`src/hdl/eeprom_pkg.sv`:
```
package eeprom_pkg;

    // bus timing
    localparam int QUARTER_CYCLES   = 4;  // CLK cycles per quarter of an SCL period
    localparam int QUARTER_CNT_BITS = (QUARTER_CYCLES > 1) ? $clog2(QUARTER_CYCLES) : 1;

    // 24C16 addressing
    localparam logic [3:0] DEVICE_CODE = 4'b1010;
    localparam int         ADDR_BITS   = 11;
    localparam int         MEM_BYTES   = 2048;

    typedef struct packed {
        logic [2:0] block;  // goes into the control byte
        logic [7:0] word;   // word-address byte
    } eeprom_split_t;

    // the host sees a flat address, the bus wants it split
    typedef union packed {
        logic [ADDR_BITS-1:0] flat;
        eeprom_split_t        split;
    } eeprom_addr_u;

    typedef struct packed {
        logic         write;  // 0 = read
        eeprom_addr_u addr;
        logic [7:0]   wdata;
    } eeprom_req_t;

    typedef struct packed {
        logic [7:0] rdata;
        logic       ack_error;
    } eeprom_rsp_t;

    typedef enum logic [1:0] {
        COND_START,
        COND_RESTART,
        COND_STOP
    } cond_kind_e;

    typedef struct packed {
        logic       receive;
        logic [7:0] tx_byte;
        logic       master_ack;  // ninth-bit level when receiving, 1 = nack
    } byte_cmd_t;

endpackage
```
`src/hdl/eeprom_rw_top.sv`:
```
module eeprom_rw_top (
    input  logic                    CLK,
    input  logic                    RESET,
    input  logic                    req_valid,
    input  eeprom_pkg::eeprom_req_t req,
    output logic                    busy,
    output logic                    rsp_valid,
    output eeprom_pkg::eeprom_rsp_t rsp,
    output logic                    scl,
    output logic                    sda_low,
    input  logic                    sda_in
);

    logic                   q0;
    logic                   q1;
    logic                   q2;
    logic                   q3;
    logic                   timer_en;
    logic                   cond_go;
    eeprom_pkg::cond_kind_e cond_kind;
    logic                   cond_done;
    logic                   cond_scl;
    logic                   cond_sda_low;
    logic                   byte_go;
    eeprom_pkg::byte_cmd_t  byte_cmd;
    logic                   byte_done;
    logic [7:0]             rx_byte;
    logic                   ack_seen;
    logic                   byte_scl;
    logic                   byte_sda_low;

    i2c_bit_timer u_timer (
        .CLK    (CLK),
        .RESET  (RESET),
        .enable (timer_en),
        .q0     (q0),
        .q1     (q1),
        .q2     (q2),
        .q3     (q3)
    );

    i2c_bus_cond u_cond (
        .CLK     (CLK),
        .RESET   (RESET),
        .go      (cond_go),
        .kind    (cond_kind),
        .q0      (q0),
        .q1      (q1),
        .q2      (q2),
        .q3      (q3),
        .scl     (cond_scl),
        .sda_low (cond_sda_low),
        .done    (cond_done)
    );

    i2c_byte_shifter u_shifter (
        .CLK      (CLK),
        .RESET    (RESET),
        .go       (byte_go),
        .cmd      (byte_cmd),
        .q0       (q0),
        .q1       (q1),
        .q2       (q2),
        .q3       (q3),
        .sda_in   (sda_in),
        .scl      (byte_scl),
        .sda_low  (byte_sda_low),
        .rx_byte  (rx_byte),
        .ack_seen (ack_seen),
        .done     (byte_done)
    );

    eeprom_ctrl u_ctrl (
        .CLK       (CLK),
        .RESET     (RESET),
        .req_valid (req_valid),
        .req       (req),
        .busy      (busy),
        .rsp_valid (rsp_valid),
        .rsp       (rsp),
        .timer_en  (timer_en),
        .cond_go   (cond_go),
        .cond_kind (cond_kind),
        .cond_done (cond_done),
        .byte_go   (byte_go),
        .byte_cmd  (byte_cmd),
        .byte_done (byte_done),
        .rx_byte   (rx_byte),
        .ack_seen  (ack_seen)
    );

    // an idle unit parks scl high, so the AND follows whichever one runs
    assign scl     = cond_scl & byte_scl;
    assign sda_low = cond_sda_low | byte_sda_low;  // open-drain pull-downs

endmodule

```
`src/hdl/eeprom_ctrl.sv`:
```
module eeprom_ctrl (
    input  logic                    CLK,
    input  logic                    RESET,
    input  logic                    req_valid,
    input  eeprom_pkg::eeprom_req_t req,
    output logic                    busy,
    output logic                    rsp_valid,
    output eeprom_pkg::eeprom_rsp_t rsp,
    output logic                    timer_en,
    output logic                    cond_go,
    output eeprom_pkg::cond_kind_e  cond_kind,
    input  logic                    cond_done,
    output logic                    byte_go,
    output eeprom_pkg::byte_cmd_t   byte_cmd,
    input  logic                    byte_done,
    input  logic [7:0]              rx_byte,
    input  logic                    ack_seen
);

    typedef enum logic [3:0] {
        S_IDLE,
        S_LAUNCH,
        S_START,
        S_CTRL_W,
        S_WORD,
        S_DATA_W,
        S_RESTART,
        S_CTRL_R,
        S_DATA_R,
        S_STOP,
        S_RESP
    } state_e;

    state_e                  state_q;
    state_e                  state_d;
    eeprom_pkg::eeprom_req_t req_q;
    logic                    ack_err_q;
    logic [7:0]              rdata_q;
    logic                    go_stop;
    logic                    sent_byte;
    logic [7:0]              ctrl_wr;
    logic [7:0]              ctrl_rd;

    function automatic eeprom_pkg::byte_cmd_t send_cmd(input logic [7:0] b);
        eeprom_pkg::byte_cmd_t c;
        c.receive    = 1'b0;
        c.tx_byte    = b;
        c.master_ack = 1'b1;
        return c;
    endfunction

    assign ctrl_wr = {eeprom_pkg::DEVICE_CODE, req_q.addr.split.block, 1'b0};
    assign ctrl_rd = {eeprom_pkg::DEVICE_CODE, req_q.addr.split.block, 1'b1};

    assign busy      = (state_q != S_IDLE);
    assign rsp_valid = (state_q == S_RESP);

    // bytes whose ninth bit comes from the slave
    assign sent_byte = byte_done && (state_q == S_CTRL_W || state_q == S_WORD ||
                                     state_q == S_DATA_W || state_q == S_CTRL_R);

    // the next unit is launched in the done cycle, so the bus never idles
    always_comb begin
        state_d   = state_q;
        cond_go   = 1'b0;
        cond_kind = eeprom_pkg::COND_START;
        byte_go   = 1'b0;
        byte_cmd  = send_cmd(8'h00);
        go_stop   = 1'b0;
        case (state_q)
            S_IDLE: begin
                if (req_valid) begin
                    state_d = S_LAUNCH;
                end
            end
            S_LAUNCH: begin
                cond_go = 1'b1;  // timer just enabled, q0 is here
                state_d = S_START;
            end
            S_START: begin
                if (cond_done) begin
                    byte_go  = 1'b1;
                    byte_cmd = send_cmd(ctrl_wr);
                    state_d  = S_CTRL_W;
                end
            end
            S_CTRL_W: begin
                if (byte_done) begin
                    if (ack_seen) begin
                        go_stop = 1'b1;
                    end else begin
                        byte_go  = 1'b1;
                        byte_cmd = send_cmd(req_q.addr.split.word);
                        state_d  = S_WORD;
                    end
                end
            end
            S_WORD: begin
                if (byte_done) begin
                    if (ack_seen) begin
                        go_stop = 1'b1;
                    end else if (req_q.write) begin
                        byte_go  = 1'b1;
                        byte_cmd = send_cmd(req_q.wdata);
                        state_d  = S_DATA_W;
                    end else begin
                        cond_go   = 1'b1;
                        cond_kind = eeprom_pkg::COND_RESTART;
                        state_d   = S_RESTART;
                    end
                end
            end
            S_DATA_W: begin
                go_stop = byte_done;
            end
            S_RESTART: begin
                if (cond_done) begin
                    byte_go  = 1'b1;
                    byte_cmd = send_cmd(ctrl_rd);
                    state_d  = S_CTRL_R;
                end
            end
            S_CTRL_R: begin
                if (byte_done) begin
                    if (ack_seen) begin
                        go_stop = 1'b1;
                    end else begin
                        byte_go             = 1'b1;
                        byte_cmd.receive    = 1'b1;
                        byte_cmd.master_ack = 1'b1;  // nack ends the single read
                        state_d             = S_DATA_R;
                    end
                end
            end
            S_DATA_R: begin
                go_stop = byte_done;
            end
            S_STOP: begin
                if (cond_done) begin
                    state_d = S_RESP;
                end
            end
            S_RESP: begin
                state_d = S_IDLE;
            end
            default: begin
                state_d = S_IDLE;
            end
        endcase
        if (go_stop) begin
            cond_go   = 1'b1;
            cond_kind = eeprom_pkg::COND_STOP;
            state_d   = S_STOP;
        end
    end

    always_ff @(posedge CLK) begin
        if (RESET) begin
            state_q   <= S_IDLE;
            timer_en  <= 1'b0;
            ack_err_q <= 1'b0;
        end else begin
            state_q <= state_d;
            if (state_q == S_IDLE && req_valid) begin
                timer_en  <= 1'b1;
                ack_err_q <= 1'b0;
            end else if (state_q == S_STOP && cond_done) begin
                timer_en <= 1'b0;
            end
            if (sent_byte && ack_seen) begin
                ack_err_q <= 1'b1;
            end
        end
    end

    always_ff @(posedge CLK) begin
        if (state_q == S_IDLE && req_valid) begin
            req_q <= req;
        end
        if (state_q == S_DATA_R && byte_done) begin
            rdata_q <= rx_byte;
        end
        if (state_q == S_STOP && cond_done) begin
            rsp.rdata     <= rdata_q;  // stays until the next completion
            rsp.ack_error <= ack_err_q;
        end
    end

endmodule

```
`src/hdl/i2c_byte_shifter.sv`:
```
module i2c_byte_shifter (
    input  logic                  CLK,
    input  logic                  RESET,
    input  logic                  go,
    input  eeprom_pkg::byte_cmd_t cmd,
    input  logic                  q0,
    input  logic                  q1,
    input  logic                  q2,
    input  logic                  q3,
    input  logic                  sda_in,
    output logic                  scl,
    output logic                  sda_low,
    output logic [7:0]            rx_byte,
    output logic                  ack_seen,
    output logic                  done
);

    logic       active;
    logic [3:0] bit_cnt;   // 0..7 data, 8 = ack bit
    logic [7:0] shift_q;
    logic       receive_q;
    logic       master_ack_q;
    logic       ack_bit;

    assign ack_bit = (bit_cnt == 4'd8);
    assign done    = active && q0 && ack_bit;
    assign rx_byte = shift_q;

    always_ff @(posedge CLK) begin
        if (RESET) begin
            active  <= 1'b0;
            bit_cnt <= 4'd0;
            scl     <= 1'b1;
            sda_low <= 1'b0;
        end else if (go) begin
            // go lands on a q0, so this is already the low phase of bit 7
            active  <= 1'b1;
            bit_cnt <= 4'd0;
            scl     <= 1'b0;
        end else if (active) begin
            if (q0) begin
                if (ack_bit) begin
                    active <= 1'b0;
                    scl    <= 1'b1;  // released for the next unit
                end else begin
                    bit_cnt <= bit_cnt + 4'd1;
                    scl     <= 1'b0;
                end
            end
            if (q1) begin
                if (!ack_bit) begin
                    sda_low <= !receive_q && !shift_q[7];
                end else begin
                    sda_low <= receive_q && !master_ack_q;  // slave acks a sent byte
                end
            end
            if (q2) begin
                scl <= 1'b1;
            end
        end else if (q1) begin
            sda_low <= 1'b0;
        end
    end

    // sent bits shift back in too, so one register serves both directions
    always_ff @(posedge CLK) begin
        if (go) begin
            shift_q      <= cmd.tx_byte;
            receive_q    <= cmd.receive;
            master_ack_q <= cmd.master_ack;
        end else if (active && q3) begin
            if (!ack_bit) begin
                shift_q <= {shift_q[6:0], sda_in};
            end else begin
                ack_seen <= sda_in;  // 1 = not acknowledged
            end
        end
    end

endmodule

```
`src/hdl/i2c_bus_cond.sv`:
```
module i2c_bus_cond (
    input  logic                   CLK,
    input  logic                   RESET,
    input  logic                   go,
    input  eeprom_pkg::cond_kind_e kind,
    input  logic                   q0,
    input  logic                   q1,
    input  logic                   q2,
    input  logic                   q3,
    output logic                   scl,
    output logic                   sda_low,
    output logic                   done
);

    logic                   active;
    eeprom_pkg::cond_kind_e kind_q;

    // period runs from the q0 of go to the next q0
    assign done = active && q0;

    always_ff @(posedge CLK) begin
        if (RESET) begin
            active  <= 1'b0;
            kind_q  <= eeprom_pkg::COND_START;
            scl     <= 1'b1;
            sda_low <= 1'b0;
        end else if (go) begin
            active <= 1'b1;
            kind_q <= kind;
            scl    <= (kind == eeprom_pkg::COND_START);  // a first start keeps scl high
        end else if (active) begin
            if (q0) begin
                active <= 1'b0;
                scl    <= 1'b1;  // hand scl to the next unit
            end
            if (q1) begin
                // stop needs sda low before scl rises, restart needs it high
                sda_low <= (kind_q == eeprom_pkg::COND_STOP);
            end
            if (q2) begin
                scl <= 1'b1;
            end
            if (q3) begin
                sda_low <= (kind_q != eeprom_pkg::COND_STOP);  // the edge with scl high
            end
        end else if (q1) begin
            sda_low <= 1'b0;  // a held start level ends under scl low
        end
    end

endmodule

```
`src/hdl/i2c_bit_timer.sv`:
```
module i2c_bit_timer (
    input  logic CLK,
    input  logic RESET,
    input  logic enable,
    output logic q0,
    output logic q1,
    output logic q2,
    output logic q3
);

    logic [eeprom_pkg::QUARTER_CNT_BITS-1:0] quarter_cnt;
    logic [1:0]                              phase;
    logic                                    quarter_end;
    logic                                    tick;

    assign quarter_end = (quarter_cnt ==
                          eeprom_pkg::QUARTER_CNT_BITS'(eeprom_pkg::QUARTER_CYCLES - 1));

    // counters sit at zero while disabled, so the first enabled cycle is a q0
    always_ff @(posedge CLK) begin
        if (RESET || !enable) begin
            quarter_cnt <= '0;
            phase       <= 2'd0;
        end else if (quarter_end) begin
            quarter_cnt <= '0;
            phase       <= phase + 2'd1;  // wraps after q3
        end else begin
            quarter_cnt <= quarter_cnt + 1'b1;
        end
    end

    // one strobe at the first cycle of each quarter
    assign tick = enable && (quarter_cnt == '0);

    assign q0 = tick && (phase == 2'd0);  // scl falls
    assign q1 = tick && (phase == 2'd1);  // sda may change
    assign q2 = tick && (phase == 2'd2);  // scl rises
    assign q3 = tick && (phase == 2'd3);  // sample point

endmodule

```
`config.mk`:
```
export PLATFORM = sky130hd
export DESIGN_NAME = eeprom_rw_top
export DESIGN_NICKNAME = d
export VERILOG_FILES = /design/src/hdl/eeprom_pkg.sv /design/src/hdl/eeprom_rw_top.sv /design/src/hdl/eeprom_ctrl.sv /design/src/hdl/i2c_byte_shifter.sv /design/src/hdl/i2c_bus_cond.sv /design/src/hdl/i2c_bit_timer.sv
export SDC_FILE = /design/constraint.sdc
export NUM_CORES = 1
export LEC_CHECK = 0
export ABC_AREA = 0
export BUFFER_PORTS_ARGS = -buffer_cell sky130_fd_sc_hd__buf_4
export CORE_ASPECT_RATIO = 0.5
export CORE_MARGIN = 2
export CORE_UTILIZATION = 60
export CTS_BUF_LIST = sky130_fd_sc_hd__clkbuf_4 sky130_fd_sc_hd__clkbuf_8
export DETAILED_ROUTE_END_ITERATION = 8
export PLACE_DENSITY = 0.85
export SETUP_SLACK_MARGIN = 0.02
export SLEW_MARGIN = 30
export SYNTH_ARGS = -nofsm -noshare
export SYNTH_HDL_FRONTEND = slang
export SYNTH_SLANG_ARGS = --single-unit
```
`constraint.sdc`:
```
create_clock -name CLK -period 2.3 [get_ports CLK]
set_input_delay 0.345 -clock CLK [delete_from_list [all_inputs] [get_ports CLK]]
set_output_delay 0.345 -clock CLK [all_outputs]
set_load 0.005 [all_outputs]
```
==> results.cfg, run 1 <==
[setup_path]
capturing_element_type_of_the_critical_path = flop
timing.critical_path.from_type = flop
crit_type = flop to flop
critical_path.max_fanout = 6
slowest_cell_delay_on_critical_path_ps = 380
path_cells = inv_1 > ha_1 > nand4b_1 > or3_1 > nor2b_1 > buf_4 > a22oi_1 > nand2_1
data_arrival_at_the_endpoint_of_the_critical_path_ps = 2260
cp_slowest_cell = sky130_fd_sc_hd__dfxtp_1
cp.required_ps = 2390

[logic_synthesis]
synth_warnings = 0
synth_cell_types = 57
synth-edff-count = 47
cell_count_after_synthesis = 256
synth.avg_cell_area_um2 = 11.9
syn-cell-area_mm2 = 0.00305
synth.top_cells.by_count = sky130_fd_sc_hd__edfxtp_1 (47), sky130_fd_sc_hd__nand2_1 (25), sky130_fd_sc_hd__nor2_1 (23)
post-synth-top-area-cell = sky130_fd_sc_hd__edfxtp_1
yosys_most_used_dff = sky130_fd_sc_hd__edfxtp_1
syn-num-nets = 288
async_flop_share_pct = 0
ys_seq_elements = 69
ys_seq_area_share_pct = 60.7
yosys-top-cells-area = sky130_fd_sc_hd__edfxtp_1 (46%), sky130_fd_sc_hd__dfxtp_1 (14%), sky130_fd_sc_hd__ha_1 (3.3%)
synth_largest_type_area_fraction_pct = 46.3
library_cell_with_the_highest_instance_count_after_synthesis = sky130_fd_sc_hd__edfxtp_1

[timing]
grt_setup_unrepaired = no
max_freq_mhz = 460
setup-tns-final_ps = 0
timing.final.hold_violations = 0
final_critical_path_required_period_ps = 2170
setup_viol_count_final = 0
slew_viol_final = 0
max_slew.worst_pin.slew_ps = 546
whs_ps = 171
fin_crit_sh_pct = 94.5
fin_worst_skew_ps = 15.3
slew_headroom_pct = 63.3

[cts]
clkLatencyLatePin_ps = 350
cts_made_buffers = 9
clk_root_buffer_cell = sky130_fd_sc_hd__clkbuf_8
cts_tree = done
post_cts_hold_buffer_count = 0
cts_setup_buffers = 0
cts_max_path_buffers = 2
clkTransAtPathRegs_ps = 80
clock-sinks = 69
htreeDepth = 3
cts_resized = 0

[floorplan]
io_pins = 37
start_util_pct = 62.1
placeableCoreArea_mm2 = 0.00491
fp-row-count = 18
die-area_mm2 = 0.00570
die-height_um = 54.4
die_width_um = 105

[routing]
totalWireLength_um = 6870
drt_iter0_drc = 246
viasPerCell = 6.10
ant_nets = 0
route.detailed.wl_per_inst_um = 17.9
vias = 2350
detail_route.drc_violations = 0
firstDrtPassIters = 6

[final_layout]
fin_nets = 342
insertedDiodeCount = 0
multi_input_combinational_cell_area_mm2 = 0.00112
area_growth_syn_to_layout_pct = 21.8
fill_cells = 328
register_area_mm2 = 0.00185
post_route_cells_drive_above_1_share_pct = 25.4

[power]
vdd_drop_max_mv = 0.456
power_density_mw_per_mm2 = 873
total_power_mw = 3.24
total_leakage_power_nw = 1.34

[placement]
gp_congestion = 0.922
port_buffers = 36
post-dp-hpwl_um = 4680

[grt]
grt_pass1_wl_um = 10800
global_route.overflow_total = 0
grt_antenna_before_repair = 0
grt_use_total_pct = 25.8
grt_max_degree = 21
vias_in_the_first_global_route = 2142

[job]
maxCapViolations = 0

[min_path]
min-delay-path-class = input port to flop

[status]
result_of_the_run = finished, final reports clean
-- final timing paths --
kind	slack [ps]	startpoint	cells after the start	end
min	170	req[10]	1	u_ctrl.req_q[10]$_DFFE_PP_
max reg2reg	130	u_shifter.bit_cnt[0]$_SDFFE_PP0P_	8	u_shifter.rx_byte[4]$_DFFE_PP_
max	130	u_shifter.bit_cnt[0]$_SDFFE_PP0P_	8	u_shifter.rx_byte[4]$_DFFE_PP_
min reg2reg	420	u_ctrl.rdata_q[7]$_DFFE_PP_	0	u_ctrl.rsp[8]$_DFFE_PP_
-- layout by cell type (no fill, tap or decap), drive strengths merged, types with 3 or more instances in the layout --
cell type	count
a21oi	8
a222oi	3
a22oi	4
a311oi	4
a31oi	4
and3	4
buf	53
clkbuf	9
dfxtp	22
edfxtp	47
ha	8
inv	11
nand2	25
nand2b	5
nand3	5
nor2	23
nor2b	5
nor3	9
nor3b	3
o21ai	10
or2b	3
or3	5
xnor2	3
-- registers in the layout, summed over array words and instances, names as in the netlist --
| name | flops |
|---|---|
| u_timer.quarter_cnt | 2 |
| u_cond.sda_low | 1 |
| u_shifter.rx_byte | 8 |
| u_ctrl.timer_en | 1 |
| u_shifter.sda_low | 1 |
| u_shifter.receive_q | 1 |
| u_shifter.scl | 1 |
| u_shifter.ack_seen | 1 |
| u_cond.active | 1 |
| u_ctrl.req_q | 17 |
| u_shifter.active | 1 |
| u_ctrl.ctrl_rd | 3 |
| u_cond.scl | 1 |
| u_ctrl.rdata_q | 8 |
| u_cond.kind_q | 2 |
| u_timer.phase | 2 |
| u_ctrl.state_q | 4 |
| u_ctrl.rsp | 9 |
| u_shifter.bit_cnt | 4 |
| u_ctrl.ack_err_q | 1 |
-- cell families (layout without fill, tap and decap cells) --
group	count (synthesis)	after routing	share of synthesized area [%]
simple gates	102	102	18.1
flops	69	69	60.7
compound gates	51	51	12.6
buf+inv	19	78	3.20
fa+ha+maj	8	8	3.28
xor+xnor	5	5	1.44
mux	2	2	0.657
-- power by group --
part,internal (mW),switching [mW]
clock network,0.616,0.476
registers,1.46,0.105
logic,0.240,0.350
total,2.31,0.931
-- area by class of cell --
| class | instances | area share, % |
|---|---|---|
| sequential | 69 | 49.9 |
| multi-input combinational | 168 | 30.2 |
| timing repair buffer | 53 | 10.7 |
| clock buffer | 9 | 3.34 |
| clock inverter | 7 | 2.63 |
| tap | 70 | 2.36 |
| inverter | 9 | 0.910 |
-- stage by stage --
stage | utilization (%) | cell area [um2] | std cells | setup slack (ps)
floorplan | - | 3050 | 256 | 177
global placement | 70.7 | 3470 | 369 | 239
detailed placement | 70.7 | 3470 | 369 | 19.4
CTS | 75.2 | 3690 | 385 | 62.6
global route | 75.6 | 3710 | 385 | 8.06
finish | 75.6 | 3710 | 385 | 125
-- critical path: cells and delay by family (launching register included) --
kind / cells / cell delay, ps
simple gates: 4 / 760
flops: 1 / 380
compound gates: 1 / 310
buf+inv: 2 / 230
fa+ha+maj: 1 / 220
-- per-layer routing --
layer / share of wire, % / track usage (%)
met5: 0 / 0
met1: 42 / 34.6
met4: 2.4 / 7.56
met3: 11 / 8.57
met2: 44 / 41.0
No activity file was read; power rests on OpenSTA's default activity.
==> run 2, diff against run 1 <==
Settings changed: CORE_UTILIZATION 60 to 64, PLACE_DENSITY 0.85 to 0.9.
Clock period 2.3 ns to 2.6 ns, I/O delays scaled along.
==> results.cfg, run 2 (synthesis gave the netlist of run 1 again) <==
[status]
result_of_the_run = finished, final reports clean

[cts]
clk_root_buffer_cell = sky130_fd_sc_hd__clkbuf_8
cts_made_buffers = 9
clock-sinks = 69
cts_tree = done
post_cts_hold_buffer_count = 0
clkTransAtPathRegs_ps = 70
cts_max_path_buffers = 2
clkLatencyLatePin_ps = 340
htreeDepth = 3

[timing]
max_slew.worst_pin.slew_ps = 760
fin_crit_sh_pct = 93.1
fin_ws_ps = 180
slew_headroom_pct = 49.3
setup_viol_count_final = 0
fin_worst_skew_ps = 8.17
max_freq_mhz = 413
setup-tns-final_ps = 0
slew_viol_final = 0
final_critical_path_required_period_ps = 2420
timing.final.hold_violations = 0
whs_ps = 220
grt_setup_unrepaired = no

[floorplan]
die_width_um = 102
die-area_mm2 = 0.00537
start_util_pct = 67.9
die-height_um = 52.8
io_pins = 37
placeableCoreArea_mm2 = 0.00449
fp-row-count = 17

[final_layout]
top_regs = u_ctrl.req_q x17, u_ctrl.rsp x9
mostFrequentLayoutCell = sky130_fd_sc_hd__edfxtp_1
largest-register = u_ctrl.req_q
post-route-util_pct = 81.3
area_growth_syn_to_layout_pct = 19.7
fin_nets = 334
most-common-layout-cells = sky130_fd_sc_hd__edfxtp_1 (47), sky130_fd_sc_hd__buf_4 (45), sky130_fd_sc_hd__nand2_1 (25), sky130_fd_sc_hd__nor2_1 (23), sky130_fd_sc_hd__dfxtp_1 (21)
max_ffs_per_register = 17
insertedDiodeCount = 0
post_route_cells_drive_above_1_share_pct = 23.8
final_design_area_excluding_fillers_mm2 = 0.00365

[power]
sw_frac_of_total_pct = 26.4
power_density_mw_per_mm2 = 790
total_leakage_power_nw = 1.32
power.share.combinational_pct = 15.7
seq_power_share_pct = 48.2
p_int_mw = 2.12
clk_pwr_share_pct = 36.1
vdd_drop_max_mv = 0.532
power.switching_mw = 0.762

[placement]
port_buffers = 36
placement.cell_area_mm2 = 0.00340
post-dp-hpwl_um = 4500
post_place_worst_slack_ps = 274
gp_congestion = 0.910

[grt]
grt_pass1_wl_um = 10200
grt_use_total_pct = 27.0
grt_max_degree = 21
global_route.overflow_total = 0
grt_antenna_before_repair = 0
vias_in_the_first_global_route = 1994

[setup_path]
crit_type = flop to flop
timing.critical_path.from_type = flop
cp.required_ps = 2800
data_arrival_at_the_endpoint_of_the_critical_path_ps = 2620
critical_path.max_fanout = 8
capturing_element_type_of_the_critical_path = flop

[job]
maxCapViolations = 0

[routing]
drt_iter0_drc = 153
totalWireLength_um = 6530
viasPerCell = 6.17
vias = 2301
firstDrtPassIters = 5
detail_route.drc_violations = 0
ant_nets = 0
route.detailed.wl_per_inst_um = 17.5

[min_path]
min-delay-path-class = input port to flop
[run 2: cell count changes in the layout (fill, tap and decap cells not counted), sizes merged]
cell / delta
buf: -8
clkinv: +1
clkinvlp: -1
inv: -2
bufinv: +1
clkbuf: +1
[run 2: path summary, 6_finish.rpt]
path | from | to | slack (ps) | depth (start not counted)
worst max-delay path | u_shifter.bit_cnt[0]$_SDFFE_PP0P_ | u_shifter.rx_byte[0]$_DFFE_PP_ | 180 | 8
worst min-delay path | req[19] | u_ctrl.req_q[19]$_DFFE_PP_ | 220 | 1
worst max register to register | u_shifter.bit_cnt[0]$_SDFFE_PP0P_ | u_shifter.rx_byte[0]$_DFFE_PP_ | 180 | 8
worst min register to register | u_ctrl.rdata_q[2]$_DFFE_PP_ | u_ctrl.rsp[3]$_DFFE_PP_ | 420 | 0
[run 2: power by group through the flow]
stage	clock network, mW	logic [mW]	registers (mW)
finish	1.04	0.454	1.39
global route	1.10	0.493	1.40
CTS	1.05	0.447	1.38
detailed placement	0	0.442	1.41
global placement	0	0.432	1.40
floorplan	0	0.360	1.35
[run 2: worst max-delay path: stages (launching register included)]
cell	delay [ps]
sky130_fd_sc_hd__dfxtp_1	350
sky130_fd_sc_hd__inv_1	70
sky130_fd_sc_hd__ha_1	200
sky130_fd_sc_hd__nand4b_1	260
sky130_fd_sc_hd__buf_4	240
sky130_fd_sc_hd__or3_1	440
sky130_fd_sc_hd__nor4_4	440
sky130_fd_sc_hd__a221oi_1	180
sky130_fd_sc_hd__nand2_1	120
[run 2: area by class of cell]
type / count / area [um2]
Multi-Input combinational cell: 168 / 1100
Clock buffer: 10 / 131
Sequential cell: 69 / 1850
Tap cell: 66 / 82.6
Clock inverter: 6 / 113
Timing Repair Buffer: 45 / 338
Fill cell: 251 / 837
Inverter: 9 / 33.8
[run 2: metal layers]
layer,vias to the layer above,share of wire [%],track usage [%]
met5,-,0,0
met4,0,1.0,5.63
met3,11,12,12.3
met2,149,44,39.1
met1,1088,43,37.6
li1,1053,-,-
[run 2: timing repair]
item                       CTS  global route
buffers inserted             0             1
setup endpoints to repair    0             1
gates resized for setup      0             1
[run 2: metrics by stage]
step | std cells | total power [mW]
after global routing | 373 | 2.99
after detailed placement | 356 | 1.85
after global placement | 356 | 1.83
final | 373 | 2.89
after floorplan | 256 | 1.71
after CTS | 372 | 2.88
